## src/design/video_timing_pkg.sv

```systemverilog
`default_nettype none

package video_timing_pkg;

    typedef logic [10:0] hres_t;            // horizontal counter, one word
    typedef logic [9:0]  vres_t;            // vertical counter

    // 640x480 defaults at the usual 25.175 MHz pixel clock
    localparam int DEF_H_VISIBLE = 640;
    localparam int DEF_H_FRONT   = 16;
    localparam int DEF_H_SYNC    = 96;
    localparam int DEF_H_BACK    = 48;

    localparam int DEF_V_VISIBLE = 480;
    localparam int DEF_V_FRONT   = 10;
    localparam int DEF_V_SYNC    = 2;
    localparam int DEF_V_BACK    = 33;

    // playfield starts reading this many cycles before the first pixel
    localparam int MEM_LEAD      = 4;

endpackage

`default_nettype wire

```

## src/design/xr_regs_pkg.sv

```systemverilog
`default_nettype none

package xr_regs_pkg;

    typedef logic [15:0] word_t;            // register and vram data word
    typedef logic [15:0] addr_t;            // vram word address
    typedef logic [7:0]  color_t;           // palette index

    // register numbers, 16 and up belong to the playfield
    typedef enum logic [4:0] {
        XR_VID_CTRL     = 5'h00,            // border colour, interrupt strobes
        XR_SCANLINE     = 5'h02,            // read only
        XR_VID_HSIZE    = 5'h08,            // read only
        XR_VID_VSIZE    = 5'h09,            // read only
        XR_PA_GFX_CTRL  = 5'h10,            // colourbase, blank
        XR_PA_DISP_ADDR = 5'h12,
        XR_PA_LINE_LEN  = 5'h13
    } xr_reg_e;

    localparam color_t BORDER_RESET = 8'h08;    // dark grey, shows the core is alive

endpackage

`default_nettype wire

```

## src/design/bitmap_playfield.sv

```systemverilog
`default_nettype none
`timescale 1ns/1ps

module bitmap_playfield #(
    parameter int H_VISIBLE = video_timing_pkg::DEF_H_VISIBLE,
    parameter int H_FRONT   = video_timing_pkg::DEF_H_FRONT,
    parameter int H_SYNC    = video_timing_pkg::DEF_H_SYNC,
    parameter int H_BACK    = video_timing_pkg::DEF_H_BACK
) (
    input  wire logic                       clk,
    input  wire logic                       reset_i,
    input  wire video_timing_pkg::hres_t    h_count_i,
    input  wire logic                       v_visible_i,
    input  wire logic                       end_of_line_i,
    input  wire logic                       end_of_frame_i,
    input  wire xr_regs_pkg::color_t        border_color_i,
    input  wire xr_regs_pkg::color_t        colorbase_i,
    input  wire logic                       blank_i,
    input  wire xr_regs_pkg::addr_t         start_addr_i,
    input  wire xr_regs_pkg::word_t         line_len_i,
    input  wire xr_regs_pkg::word_t         vram_data_i,
    output logic                            vram_sel_o,
    output xr_regs_pkg::addr_t              vram_addr_o,
    output xr_regs_pkg::color_t             color_index_o
);
    import video_timing_pkg::*;
    import xr_regs_pkg::*;

    localparam int H_TOTAL    = H_VISIBLE + H_FRONT + H_SYNC + H_BACK;
    localparam int LEAD_START = H_TOTAL - MEM_LEAD;     // window opens in the line before

    addr_t      line_addr;          // first word of the current visible line
    addr_t      next_line_addr;
    addr_t      fetch_addr;
    hres_t      fetch_pos;          // cycles since the fetch window opened
    logic       in_lead;
    logic       lead_start;
    logic       rd_pending;         // vram_data_i valid this cycle
    word_t      q_head;
    word_t      q_tail;
    logic [1:0] q_count;
    logic       q_push;
    logic       q_pop;
    logic       pix_active;
    color_t     pix_byte;

    assign in_lead    = (h_count_i >= hres_t'(LEAD_START));
    assign lead_start = (h_count_i == hres_t'(LEAD_START));
    assign fetch_pos  = in_lead ? h_count_i - hres_t'(LEAD_START)
                                : h_count_i + hres_t'(MEM_LEAD);

    // a lead-in runs on every line, since the line before line 0 is never visible
    assign next_line_addr = v_visible_i ? line_addr + line_len_i : start_addr_i;

    // one word every other cycle, H_VISIBLE/2 words per line
    assign vram_sel_o  = !blank_i && (in_lead || v_visible_i) &&
                         (fetch_pos < hres_t'(H_VISIBLE)) && !fetch_pos[0];
    assign vram_addr_o = lead_start ? next_line_addr : fetch_addr;

    always_ff @(posedge clk) begin
        if (reset_i) begin
            line_addr   <= '0;
            fetch_addr  <= '0;
        end else begin
            if (vram_sel_o) begin
                fetch_addr <= vram_addr_o + 1'b1;
            end
            if (end_of_frame_i) begin
                line_addr <= start_addr_i;
            end else if (end_of_line_i && v_visible_i) begin
                line_addr <= line_addr + line_len_i;
            end
        end
    end

    // pixel queue, two words deep to cover the lead-in
    assign pix_active = v_visible_i && (h_count_i < hres_t'(H_VISIBLE)) && !blank_i;
    assign q_push     = rd_pending;
    assign q_pop      = pix_active && h_count_i[0] && (q_count != 2'd0);   // after low byte

    always_ff @(posedge clk) begin
        if (reset_i) begin
            rd_pending  <= 1'b0;
            q_count     <= 2'd0;
        end else begin
            rd_pending  <= vram_sel_o;
            if (lead_start) begin
                q_count <= 2'd0;                    // drop words from an unshown line
            end else begin
                q_count <= q_count + {1'b0, q_push} - {1'b0, q_pop};
            end
        end
    end

    always_ff @(posedge clk) begin
        if (q_pop) begin
            q_head <= (q_push && q_count == 2'd1) ? vram_data_i : q_tail;
            if (q_push) begin
                q_tail <= vram_data_i;
            end
        end else if (q_push) begin
            if (q_count == 2'd0) begin
                q_head <= vram_data_i;
            end else begin
                q_tail <= vram_data_i;
            end
        end
    end

    assign pix_byte = h_count_i[0] ? q_head[7:0] : q_head[15:8];     // high byte first

    // registered to line up with dv_de
    always_ff @(posedge clk) begin
        color_index_o <= pix_active ? (pix_byte ^ colorbase_i) : border_color_i;
    end

endmodule

`default_nettype wire

```

## src/design/vid_config_regs.sv

```systemverilog
`default_nettype none
`timescale 1ns/1ps

module vid_config_regs #(
    parameter int H_VISIBLE = video_timing_pkg::DEF_H_VISIBLE,
    parameter int V_VISIBLE = video_timing_pkg::DEF_V_VISIBLE
) (
    input  wire logic                       clk,
    input  wire logic                       reset_i,
    input  wire logic                       reg_wr_en_i,
    input  wire logic [4:0]                 reg_num_i,
    input  wire xr_regs_pkg::word_t         reg_data_i,
    input  wire video_timing_pkg::vres_t    v_count_i,
    input  wire logic                       v_visible_i,
    input  wire logic                       end_of_visible_i,
    output xr_regs_pkg::word_t              reg_data_o,
    output logic [3:0]                      intr_signal_o,
    output xr_regs_pkg::color_t             border_color_o,
    output xr_regs_pkg::color_t             pa_colorbase_o,
    output logic                            pa_blank_o,
    output xr_regs_pkg::addr_t              pa_start_addr_o,
    output xr_regs_pkg::word_t              pa_line_len_o
);
    import xr_regs_pkg::*;

    word_t rd_data;

    always_ff @(posedge clk) begin
        if (reset_i) begin
            intr_signal_o   <= 4'b0;
            border_color_o  <= BORDER_RESET;
            pa_colorbase_o  <= 8'h00;
            pa_blank_o      <= 1'b1;                    // playfield off until set up
            pa_start_addr_o <= 16'h0000;
            pa_line_len_o   <= word_t'(H_VISIBLE / 2);  // two pixels per word
        end else begin
            intr_signal_o   <= 4'b0;                    // strobes last one cycle

            if (reg_wr_en_i) begin
                case (xr_reg_e'(reg_num_i))
                    XR_VID_CTRL: begin
                        border_color_o  <= reg_data_i[15:8];
                        intr_signal_o   <= reg_data_i[3:0];
                    end
                    XR_PA_GFX_CTRL: begin
                        pa_colorbase_o  <= reg_data_i[15:8];
                        pa_blank_o      <= reg_data_i[7];
                    end
                    XR_PA_DISP_ADDR: begin
                        pa_start_addr_o <= reg_data_i;
                    end
                    XR_PA_LINE_LEN: begin
                        pa_line_len_o   <= reg_data_i;
                    end
                    default: begin
                    end
                endcase
            end

            if (end_of_visible_i) begin
                intr_signal_o[3] <= 1'b1;               // vertical blank interrupt
            end
        end
    end

    // readback mux, unused numbers read zero
    always_comb begin
        case (xr_reg_e'(reg_num_i))
            XR_VID_CTRL:     rd_data = {border_color_o, 8'h00};
            XR_SCANLINE:     rd_data = {~v_visible_i, 15'(v_count_i)};
            XR_VID_HSIZE:    rd_data = word_t'(H_VISIBLE);
            XR_VID_VSIZE:    rd_data = word_t'(V_VISIBLE);
            XR_PA_GFX_CTRL:  rd_data = {pa_colorbase_o, pa_blank_o, 7'b0};
            XR_PA_DISP_ADDR: rd_data = pa_start_addr_o;
            XR_PA_LINE_LEN:  rd_data = pa_line_len_o;
            default:         rd_data = 16'h0000;
        endcase
    end

    always_ff @(posedge clk) begin
        reg_data_o <= rd_data;
    end

endmodule

`default_nettype wire

```

## src/design/video_gen.sv

```systemverilog
`default_nettype none
`timescale 1ns/1ps

module video_gen #(
    parameter int H_VISIBLE = video_timing_pkg::DEF_H_VISIBLE,
    parameter int H_FRONT   = video_timing_pkg::DEF_H_FRONT,
    parameter int H_SYNC    = video_timing_pkg::DEF_H_SYNC,
    parameter int H_BACK    = video_timing_pkg::DEF_H_BACK,
    parameter int V_VISIBLE = video_timing_pkg::DEF_V_VISIBLE,
    parameter int V_FRONT   = video_timing_pkg::DEF_V_FRONT,
    parameter int V_SYNC    = video_timing_pkg::DEF_V_SYNC,
    parameter int V_BACK    = video_timing_pkg::DEF_V_BACK
) (
    input  wire logic                   clk,
    input  wire logic                   reset_i,
    input  wire logic                   reg_wr_en_i,    // one-cycle write strobe
    input  wire logic [4:0]             reg_num_i,
    input  wire xr_regs_pkg::word_t     reg_data_i,
    output wire xr_regs_pkg::word_t     reg_data_o,
    output wire logic [3:0]             intr_signal_o,
    output wire logic                   vram_sel_o,
    output wire xr_regs_pkg::addr_t     vram_addr_o,
    input  wire xr_regs_pkg::word_t     vram_data_i,    // returns the cycle after select
    output wire xr_regs_pkg::color_t    color_index_o,
    output wire logic                   hsync_o,
    output wire logic                   vsync_o,
    output wire logic                   dv_de_o
);
    import video_timing_pkg::*;
    import xr_regs_pkg::*;

    hres_t  h_count;
    vres_t  v_count;
    logic   v_visible;
    logic   end_of_line;
    logic   end_of_frame;
    logic   end_of_visible;

    color_t border_color;
    color_t pa_colorbase;
    logic   pa_blank;
    addr_t  pa_start_addr;
    word_t  pa_line_len;

    video_timing #(
        .H_VISIBLE(H_VISIBLE), .H_FRONT(H_FRONT), .H_SYNC(H_SYNC), .H_BACK(H_BACK),
        .V_VISIBLE(V_VISIBLE), .V_FRONT(V_FRONT), .V_SYNC(V_SYNC), .V_BACK(V_BACK)
    ) u_timing (
        .clk(clk), .reset_i(reset_i),
        .h_count_o(h_count), .v_count_o(v_count), .v_visible_o(v_visible),
        .end_of_line_o(end_of_line), .end_of_frame_o(end_of_frame),
        .end_of_visible_o(end_of_visible),
        .hsync_o(hsync_o), .vsync_o(vsync_o), .dv_de_o(dv_de_o)
    );

    vid_config_regs #(
        .H_VISIBLE(H_VISIBLE), .V_VISIBLE(V_VISIBLE)
    ) u_regs (
        .clk(clk), .reset_i(reset_i),
        .reg_wr_en_i(reg_wr_en_i), .reg_num_i(reg_num_i), .reg_data_i(reg_data_i),
        .v_count_i(v_count), .v_visible_i(v_visible), .end_of_visible_i(end_of_visible),
        .reg_data_o(reg_data_o), .intr_signal_o(intr_signal_o),
        .border_color_o(border_color), .pa_colorbase_o(pa_colorbase),
        .pa_blank_o(pa_blank), .pa_start_addr_o(pa_start_addr),
        .pa_line_len_o(pa_line_len)
    );

    bitmap_playfield #(
        .H_VISIBLE(H_VISIBLE), .H_FRONT(H_FRONT), .H_SYNC(H_SYNC), .H_BACK(H_BACK)
    ) u_pf_a (
        .clk(clk), .reset_i(reset_i),
        .h_count_i(h_count), .v_visible_i(v_visible),
        .end_of_line_i(end_of_line), .end_of_frame_i(end_of_frame),
        .border_color_i(border_color), .colorbase_i(pa_colorbase), .blank_i(pa_blank),
        .start_addr_i(pa_start_addr), .line_len_i(pa_line_len),
        .vram_data_i(vram_data_i), .vram_sel_o(vram_sel_o), .vram_addr_o(vram_addr_o),
        .color_index_o(color_index_o)
    );

endmodule

`default_nettype wire

```

## src/design/video_timing.sv

```systemverilog
`default_nettype none
`timescale 1ns/1ps

module video_timing #(
    parameter int H_VISIBLE = video_timing_pkg::DEF_H_VISIBLE,
    parameter int H_FRONT   = video_timing_pkg::DEF_H_FRONT,
    parameter int H_SYNC    = video_timing_pkg::DEF_H_SYNC,
    parameter int H_BACK    = video_timing_pkg::DEF_H_BACK,
    parameter int V_VISIBLE = video_timing_pkg::DEF_V_VISIBLE,
    parameter int V_FRONT   = video_timing_pkg::DEF_V_FRONT,
    parameter int V_SYNC    = video_timing_pkg::DEF_V_SYNC,
    parameter int V_BACK    = video_timing_pkg::DEF_V_BACK
) (
    input  wire logic                   clk,
    input  wire logic                   reset_i,
    output video_timing_pkg::hres_t     h_count_o,
    output video_timing_pkg::vres_t     v_count_o,
    output logic                        v_visible_o,
    output logic                        end_of_line_o,
    output logic                        end_of_frame_o,
    output logic                        end_of_visible_o,
    output logic                        hsync_o,
    output logic                        vsync_o,
    output logic                        dv_de_o
);
    import video_timing_pkg::*;

    localparam int H_TOTAL    = H_VISIBLE + H_FRONT + H_SYNC + H_BACK;
    localparam int V_TOTAL    = V_VISIBLE + V_FRONT + V_SYNC + V_BACK;
    localparam int HS_START   = H_VISIBLE + H_FRONT;
    localparam int VS_START   = V_VISIBLE + V_FRONT;

    logic h_last;
    logic v_last;

    assign h_last           = (h_count_o == hres_t'(H_TOTAL - 1));
    assign v_last           = (v_count_o == vres_t'(V_TOTAL - 1));
    assign v_visible_o      = (v_count_o < vres_t'(V_VISIBLE));

    assign end_of_line_o    = h_last;
    assign end_of_frame_o   = h_last && v_last;
    assign end_of_visible_o = h_last && (v_count_o == vres_t'(V_VISIBLE - 1));

    always_ff @(posedge clk) begin
        if (reset_i) begin
            h_count_o   <= '0;
            v_count_o   <= '0;
            hsync_o     <= 1'b0;
            vsync_o     <= 1'b0;
            dv_de_o     <= 1'b0;
        end else begin
            h_count_o   <= h_last ? '0 : h_count_o + 1'b1;
            if (h_last) begin
                v_count_o <= v_last ? '0 : v_count_o + 1'b1;
            end

            // outputs follow the counter by one cycle
            hsync_o     <= (h_count_o >= hres_t'(HS_START)) &&
                           (h_count_o < hres_t'(HS_START + H_SYNC));
            vsync_o     <= (v_count_o >= vres_t'(VS_START)) &&
                           (v_count_o < vres_t'(VS_START + V_SYNC));
            dv_de_o     <= (h_count_o < hres_t'(H_VISIBLE)) && v_visible_o;
        end
    end

endmodule

`default_nettype wire

```

## config.mk

```make
export PLATFORM = sky130hd
export DESIGN_NAME = video_gen
export DESIGN_NICKNAME = d
export VERILOG_FILES = /design/src/design/video_timing_pkg.sv /design/src/design/xr_regs_pkg.sv /design/src/design/bitmap_playfield.sv /design/src/design/vid_config_regs.sv /design/src/design/video_gen.sv /design/src/design/video_timing.sv
export SDC_FILE = /design/constraint.sdc
export NUM_CORES = 1
export LEC_CHECK = 0
export BUFFER_PORTS_ARGS = -buffer_cell sky130_fd_sc_hd__clkbuf_2
export CORE_MARGIN = 2
export CORE_UTILIZATION = 64
export DETAILED_ROUTE_END_ITERATION = 12
export GPL_TIMING_DRIVEN = 0
export PLACE_DENSITY_LB_ADDON = 0.08
export SYNTH_ARGS = -nofsm -noshare
export SYNTH_HDL_FRONTEND = slang
export SYNTH_HIERARCHICAL = 1
export SYNTH_SLANG_ARGS = --single-unit
export TNS_END_PERCENT = 5
```

## constraint.sdc

```tcl
create_clock -name clk -period 6.9 [get_ports clk]
set_clock_uncertainty 0.2 [all_clocks]
set_input_delay 1.38 -clock clk [delete_from_list [all_inputs] [get_ports clk]]
set_output_delay 1.38 -clock clk [all_outputs]
set_load 0.1 [all_outputs]
```

==> results of run 1 <==
[synthesized netlist by cell type (7+ instances only)]
| master | number | area (sq um) |
|---|---|---|
| sky130_fd_sc_hd__a211oi_1 | 12 | 90.1 |
| sky130_fd_sc_hd__a21o_1 | 9 | 67.6 |
| sky130_fd_sc_hd__a21oi_1 | 72 | 360 |
| sky130_fd_sc_hd__a221o_1 | 11 | 110 |
| sky130_fd_sc_hd__and3_1 | 17 | 106 |
| sky130_fd_sc_hd__buf_2 | 16 | 80.1 |
| sky130_fd_sc_hd__clkbuf_1 | 39 | 146 |
| sky130_fd_sc_hd__dfxtp_1 | 136 | 2720 |
| sky130_fd_sc_hd__edfxtp_1 | 32 | 961 |
| sky130_fd_sc_hd__ha_1 | 22 | 275 |
| sky130_fd_sc_hd__inv_1 | 21 | 78.8 |
| sky130_fd_sc_hd__mux2_2 | 17 | 191 |
| sky130_fd_sc_hd__mux2i_1 | 44 | 440 |
| sky130_fd_sc_hd__nand2_1 | 51 | 191 |
| sky130_fd_sc_hd__nand2b_1 | 29 | 181 |
| sky130_fd_sc_hd__nand3_1 | 68 | 340 |
| sky130_fd_sc_hd__nand4_1 | 10 | 62.6 |
| sky130_fd_sc_hd__nor2_1 | 93 | 349 |
| sky130_fd_sc_hd__nor3_1 | 17 | 85.1 |
| sky130_fd_sc_hd__nor4_1 | 9 | 56.3 |
| sky130_fd_sc_hd__o211ai_1 | 7 | 52.6 |
| sky130_fd_sc_hd__o21ai_0 | 66 | 330 |
| sky130_fd_sc_hd__or3_1 | 8 | 50.1 |
| sky130_fd_sc_hd__xnor2_1 | 23 | 201 |
| sky130_fd_sc_hd__xor2_1 | 22 | 193 |
[registers in the layout (all words and copies together) (netlist names)]
signal,cells
u_pf_a/color_index_o,8
u_pf_a/fetch_addr,16
u_pf_a/line_addr,16
u_pf_a/q_count,2
u_pf_a/q_head,16
u_pf_a/q_push,1
u_pf_a/q_tail,16
u_regs/border_color_o,8
u_regs/intr_signal_o,4
u_regs/pa_blank_o,1
u_regs/pa_colorbase_o,8
u_regs/pa_line_len_o,16
u_regs/pa_start_addr_o,16
u_regs/reg_data_o,16
u_timing/dv_de_o,1
u_timing/h_count_o,11
u_timing/hsync_o,1
u_timing/v_count_o,10
u_timing/vsync_o,1
[report_power, final]
part	switching [W]	internal, W	total (W)
sequential	0.00000644	0.00100	0.00101
combinational	0.0000796	0.0000361	0.000116
clock	0.000422	0.000615	0.00104
[placed cells by master (no fill, tap or decap), types with 7 or more instances in the layout]
master	instances
sky130_fd_sc_hd__a211oi_1	12
sky130_fd_sc_hd__a21o_1	9
sky130_fd_sc_hd__a21oi_1	72
sky130_fd_sc_hd__a221o_1	11
sky130_fd_sc_hd__and3_1	17
sky130_fd_sc_hd__buf_2	16
sky130_fd_sc_hd__clkbuf_1	39
sky130_fd_sc_hd__clkbuf_16	17
sky130_fd_sc_hd__clkbuf_2	86
sky130_fd_sc_hd__dfxtp_1	136
sky130_fd_sc_hd__edfxtp_1	32
sky130_fd_sc_hd__ha_1	22
sky130_fd_sc_hd__inv_1	21
sky130_fd_sc_hd__mux2_2	17
sky130_fd_sc_hd__mux2i_1	44
sky130_fd_sc_hd__nand2_1	51
sky130_fd_sc_hd__nand2b_1	29
sky130_fd_sc_hd__nand3_1	68
sky130_fd_sc_hd__nand4_1	10
sky130_fd_sc_hd__nor2_1	93
sky130_fd_sc_hd__nor3_1	17
sky130_fd_sc_hd__nor4_1	9
sky130_fd_sc_hd__o211ai_1	7
sky130_fd_sc_hd__o21ai_0	66
sky130_fd_sc_hd__or3_1	8
sky130_fd_sc_hd__xnor2_1	23
sky130_fd_sc_hd__xor2_1	22
[cell families after synthesis]
logic type      after synthesis
fa+ha+maj                    23
mux                          62
xor+xnor                     45
flops                       168
compound gates              235
buf+inv                      90
simple gates                368
[final cells by class]
cell class | count | area [sq um]
plain buffers | 68 | 333
clock buffers | 17 | 425
clock inverters | 15 | 218
fillers | 1040 | 3500
inverters | 22 | 82.6
multi-input cells | 733 | 4870
flip-flops and latches | 168 | 3680
well taps | 180 | 225
repair buffers | 86 | 430
[worst min-delay path, cell delays in order, from the launching register on]
cell and delay (ns):
sky130_fd_sc_hd__dfxtp_1 0.31, sky130_fd_sc_hd__nand2b_1 0.07, sky130_fd_sc_hd__a21oi_1 0.05
[layer usage]
metal,track usage [%],vias up,wire (microns)
met5,0,-,0
met4,13.6,0,818
met3,7.81,75,2350
met2,54.3,426,11700
met1,44.6,3899,10300
li1,-,3832,-
[worst max-delay path by stage]
stage                                startpoint  slack, ns  depth (start not counted)                    end
after floorplan           u_timing/v_count_o[8]       0.80                         14  u_pf_a/fetch_addr[14]
after global placement    u_timing/v_count_o[7]       1.35                         11             vram_sel_o
after detailed placement  u_timing/v_count_o[7]       1.33                         11             vram_sel_o
after CTS                 u_timing/v_count_o[7]       0.86                         11             vram_sel_o
after global routing      u_timing/v_count_o[7]       0.47                         11             vram_sel_o
final                     u_timing/v_count_o[7]       0.69                         11             vram_sel_o
[stage by stage]
| step | std cells | power [W] | setup WS (ns) | util, % |
|---|---|---|---|---|
| final | 1289 | 0.00216 | 0.691 | 74.6 |
| after global routing | 1289 | 0.00222 | 0.472 | 74.6 |
| after CTS | 1289 | 0.00217 | 0.858 | 74.5 |
| after detailed placement | 1257 | 0.00114 | 1.33 | 69.8 |
| after global placement | 1257 | 0.00114 | 1.35 | 69.8 |
| after floorplan | 991 | 0.00110 | 0.799 | - |
==> metrics.sh, run 1 <==
SYNTH_XOR_AREA_SHARE_PCT=4.40
CORE-AREA_SQ_UM=13800
ASYNC_SET_RESET_FLOP_SHARE_OUT_OF_SYNTHESIS_PCT=0
SYNTH-SIMPLE-AREA-SHARE_PCT=22.5
CTS_SETUP_BUFFERS=0
FINAL.PERIOD_UTILIZATION_PCT=90.0
WP_DATA_REQUIRED_NS=5.32
GRT_UTIL_ALL_LAYERS_PCT=34.0
PLACE_CONGESTION=0.963
SYNTH_AREA_SQ_UM=8960
FIN_SETUP_TNS_NS=0
WORSTREG2REGSTART='u_timing/v_count_o[7]'
STD_CELL_ROWS=43
FIN_NETS=1159
MAX-CAP-VIOLATIONS=0
HOLDCRITSTARTPOINT='u_pf_a/fetch_addr[11]'
SYNTH_TOP_FAMILY_BY_AREA='simple AND/OR/NAND/NOR gates'
MAPPEDNETLISTNETS=1054
CTS_TREE='done'
HPWLAFTERDP_MM=17.9
WORST_SKEW_PAIR.LATE_LATENCY_NS=0.43
ROUTED_WIRE_LENGTH_PER_INSTANCE_MICRONS=19.5
FP.DIEW_MICRONS=122
CP_BUFS_INVS=6
CRIT-REG2REG-CAPTURE='u_pf_a/fetch_addr[14]'
ROUTE.FINAL.WIRE_LENGTH_MM=25.2
CTS-BUFFERS-INSERTED=17
REG2REG_SLACK_NS=1.70
NUMBER_OF_WARNINGS_PRINTED_DURING_YOSYS_SYNTHESIS=6
INITIAL_CORE_UTIL_PCT=65.1
GRT_MAX_DEGREE=17
YOSYS.AREA_SHARE.ADDER_PCT=3.29
POST_SYNTH_INST_COUNT=991
CRITPATHKIND='reg2out'
DRC_ERRORS=0
NUMPORTBUFFERS=86
MIN-DELAY-PATH-CLASS='reg2reg'
NUMCLOCKSINKS=168
SYNTHMUXAREASHARE_PCT=7.20
MIN_DELAY_WORST_ENDPOINT='u_pf_a/fetch_addr[11]'
OVERFLOW=0
TOP_LEVEL_PORTS=88
VIAS_PER_INSTANCE=6.39
WORST_PATH_DOMINANT_CELL_FAMILY='buffers and inverters'
POWER.STATIC_LEAKAGE_nW=3.98
MAX-SLEW-MARGIN-REL_PCT=9.99
CTS_MAX_PATH_BUFFERS=2
VIA_COUNT=8232
POST_SYNTH_NUM_CELL_TYPES=92
DESIGN_AREA_SQ_UM=10300
ANTENNA_CELLS_INSERTED=0
CTS_RESIZED=0
ANTENNA_FOUND_INITIAL=0
COMPLEX_GATE_FRACTION_OF_THE_SYNTHESIZED_AREA_PCT=16.8
MAXSLEWVIOLCOUNT=0
FINALHOLDVIOLATIONS=0
POST_DP_CELL_AREA_SQ_UM=9620
MAX_FREQ_MHz=161
SETUP_VIOL_COUNT_FINAL=0
CRITICAL_PATH_PEAK_FANOUT=10
HOLDWS_NS=0.276
CRIT_PATH_CELL_CHAIN='and4_1, nor2_1, buf_2, buf_4, clkbuf_1, o2111ai_1, o211a_1, a2111oi_0, buf_4, buf_2, clkbuf_2'
TIMING.CRITICAL_PATH.TO_TYPE='output pin'
OUTCOME='completed'
POWER.IR.VDD_WORST_mV=0.232
WORST_R2R_PATH_DEPTH=14
YOSYSSEQAREASHARE_PCT=41.1
DETAIL-ROUTE-ANTENNA-NETS=0
H-TREE-DEPTH=4
NUMBER_OF_GLOBAL_ROUTE_VIAS_BEFORE_REPAIR=7610
TIGHTESTPINTRANSITION_NS=1.34
MIN_PATH_CELLS=2
SYNTH_ENABLE_FLOP_CELLS=32
POWERDENSITY_nW_PER_UM2=211
CTS_HOLD_BUF=0
SYNTH_FF_TYPE='sky130_fd_sc_hd__dfxtp_1'
CP_SLOWEST_STAGE_DELAY_NS=0.65
GRT_SETUP_UNREPAIRED='false'
SYNTHESIS.AREA_PER_INSTANCE_SQ_UM=9.05
CLK_TRANSITION_REPORTED_PATHS_NS=0.07
TOTAL_DIE_AREA_SQ_UM=15000
GRT_PASS1_WL_MM=39.3
WORST_EP_ARRIVAL_TIME_NS=4.63
FP.DIEH_MICRONS=122
CRITPATHSLOWESTCELL='sky130_fd_sc_hd__a2111oi_0'
SYNTH_SEQ_CELLS=168
DRTPASS1ITERATIONS=7
AREA_GROWTH_PCT=14.6
POST_ROUTE_CELLS_DRIVE_ABOVE_1_SHARE_PCT=17.0
FINALCRITICALPERIOD_NS=6.21
START_KIND='register'
CTS-ROOT-BUF='sky130_fd_sc_hd__clkbuf_16'
FIRST_DRT_ITERATION_DRCS=945
(Power assumes the default switching activity.)
==> inputs of run 2 (changes only) <==
--- a/config.mk
+++ b/config.mk
@@ -6,6 +6,7 @@
 export NUM_CORES = 1
 export LEC_CHECK = 0
 export BUFFER_PORTS_ARGS = -buffer_cell sky130_fd_sc_hd__clkbuf_2
+export CORE_ASPECT_RATIO = 0.75
 export CORE_MARGIN = 2
 export CORE_UTILIZATION = 64
 export DETAILED_ROUTE_END_ITERATION = 12
==> metrics.sh, run 2 (same netlist as run 1, synthesis figures left out) <==
WP_DATA_REQUIRED_NS=5.32
ANTENNA_FOUND_INITIAL=0
VIA_COUNT=8244
GRT_UTIL_ALL_LAYERS_PCT=33.9
DRTPASS1ITERATIONS=5
MIN_PATH_CELLS=2
DETAIL-ROUTE-ANTENNA-NETS=0
POWER.STATIC_LEAKAGE_nW=3.95
CLK_TRANSITION_REPORTED_PATHS_NS=0.07
GRT_PASS1_WL_MM=39.8
OVERFLOW=0
POST_DP_CELL_AREA_SQ_UM=9630
CRIT-REG2REG-CAPTURE='u_pf_a/fetch_addr[14]'
DRC_ERRORS=0
TOP_LEVEL_PORTS=88
FIRST_DRT_ITERATION_DRCS=936
CORE-AREA_SQ_UM=13700
POST_ROUTE_CELLS_DRIVE_ABOVE_1_SHARE_PCT=17.0
REG2REG_SLACK_NS=1.84
ROUTE.FINAL.WIRE_LENGTH_MM=24.8
CP_BUFS_INVS=7
CRIT_PATH_CELL_CHAIN='and4_1, nor2_1, buf_2, buf_4, clkbuf_1, o2111ai_1, o211a_1, a2111oi_1, clkdlybuf4s18_2, buf_4, buf_2, clkbuf_2'
WORST_EP_ARRIVAL_TIME_NS=4.32
CTS_MAX_PATH_BUFFERS=2
MAXSLEWVIOLCOUNT=0
LAYOUT.CELLS.MOST_COMMON='sky130_fd_sc_hd__dfxtp_1'
WORSTREG2REGSTART='u_timing/v_count_o[5]'
CTS_TREE='done'
CTS-ROOT-BUF='sky130_fd_sc_hd__clkbuf_16'
FINALHOLDVIOLATIONS=0
CTS-BUFFERS-INSERTED=17
INITIAL_CORE_UTIL_PCT=65.4
MIN-DELAY-PATH-CLASS='reg2reg'
POWERDENSITY_nW_PER_UM2=201
CRITPATHSLOWESTCELL='sky130_fd_sc_hd__clkbuf_2'
STD_CELL_ROWS=37
AREA_GROWTH_PCT=13.8
MAX_FREQ_MHz=169
ROUTED_WIRE_LENGTH_PER_INSTANCE_MICRONS=19.3
TIGHTESTPINTRANSITION_NS=1.30
GRT.MET3_USAGE_PCT=8.69
FINAL.PERIOD_UTILIZATION_PCT=85.5
VIAS_PER_INSTANCE=6.42
FP.DIEW_MICRONS=141
DESIGN_AREA_SQ_UM=10200
GRT_SETUP_UNREPAIRED='false'
TOP_LIBRARY_CELLS_BY_USAGE_IN_THE_LAYOUT_FILL_AND_TAPS_ASIDE='136 x sky130_fd_sc_hd__dfxtp_1, 92 x sky130_fd_sc_hd__nor2_1, 86 x sky130_fd_sc_hd__clkbuf_2'
FIN_SETUP_TNS_NS=0
WORST_SKEW_PAIR.LATE_LATENCY_NS=0.43
MET1_RESOURCE_USE_GR_PCT=49.2
TIMING.CRITICAL_PATH.TO_TYPE='output pin'
NUMCLOCKSINKS=168
OUTCOME='completed'
HPWLAFTERDP_MM=18.4
WORST_R2R_PATH_DEPTH=14
GRT_UTIL_MET2_PCT=49.4
MIN_DELAY_WORST_ENDPOINT='u_pf_a/fetch_addr[11]'
POWER.IR.VDD_WORST_mV=0.181
NUMBER_OF_GLOBAL_ROUTE_VIAS_BEFORE_REPAIR=7648
MAX-SLEW-MARGIN-REL_PCT=12.9
CTS_HOLD_BUF=0
GRT_MAX_DEGREE=17
CTS_RESIZED=0
SETUP_VIOL_COUNT_FINAL=0
ANTENNA_CELLS_INSERTED=0
CRITICAL_PATH_PEAK_FANOUT=10
FINALCRITICALPERIOD_NS=5.90
TOTAL_DIE_AREA_SQ_UM=15000
H-TREE-DEPTH=4
MAX-CAP-VIOLATIONS=0
CTS_SETUP_BUFFERS=0
PLACE_CONGESTION=0.933
CP_SLOWEST_STAGE_DELAY_NS=0.50
MOST_UTILIZED_LAYER_IN_THE_GLOBAL_ROUTE_RESULT='met2'
NUMPORTBUFFERS=86
FP.DIEH_MICRONS=106
START_KIND='register'
FIN_NETS=1160
HOLDCRITSTARTPOINT='u_pf_a/fetch_addr[11]'
WORST_PATH_DOMINANT_CELL_FAMILY='buffers and inverters'
CRITPATHKIND='reg2out'
==> run 2: cell types whose count changed in the layout (fill, tap and decap cells not counted), sizes merged <==
| cell | change |
|---|---|
| inv | +3 |
| clkdlybuf4s18 | +1 |
| bufinv | -3 |
==> run 2: final cells by class <==
type                    count  area [sq um]
plain buffers              68           333
repair buffers             87           440
fillers                  1028          3500
clock inverters            15           141
clock buffers              17           425
well taps                 175           219
flip-flops and latches    168          3680
inverters                  22          82.6
multi-input cells         733          4870
==> run 2: per-stage QoR <==
step	utilization (%)	hold WS, ns	setup WS, ns	total power (W)	instances
2_1_floorplan	-	0.246	0.799	0.00110	991
3_3_place_gp	70.2	0.267	0.855	0.00114	1252
3_5_place_dp	70.3	0.266	1.58	0.00115	1253
4_1_cts	74.4	0.278	1.11	0.00205	1285
5_1_grt	74.4	0.319	0.922	0.00211	1285
6_report	74.4	0.275	0.998	0.00205	1285
==> run 2: worst max path at each step <==
| stage | from | to | slack, ns | depth (start not counted) |
|---|---|---|---|---|
| after CTS | u_timing/v_count_o[8] | vram_sel_o | 1.11 | 12 |
| after global placement | u_timing/v_count_o[6] | vram_sel_o | 0.86 | 11 |
| after detailed placement | u_timing/v_count_o[8] | vram_sel_o | 1.58 | 12 |
| after floorplan | u_timing/v_count_o[8] | u_pf_a/fetch_addr[14] | 0.80 | 14 |
| final | u_timing/v_count_o[5] | vram_sel_o | 1.0 | 12 |
| after global routing | u_timing/v_count_o[7] | vram_sel_o | 0.92 | 12 |
==> run 2: routing by layer <==
layer  share of wire, %  up-vias
met1                 44     3932
met3                 11       47
li1                   -     3843
met4                2.1        0
met5                  0        -
met2                 43      422
==> run 2: tightest hold or removal path: stages (launching register included) <==
cell	delay, ns
sky130_fd_sc_hd__dfxtp_1	0.31
sky130_fd_sc_hd__nand2b_1	0.06
sky130_fd_sc_hd__a21oi_1	0.05
==> run 2: power by group <==
part	total [W]	internal, W	switching, W	leakage, nW
Combinational	0.000118	0.0000362	0.0000818	2.29
Clock	0.000924	0.000505	0.000419	0.275
Sequential	0.00101	0.00100	0.00000600	1.38
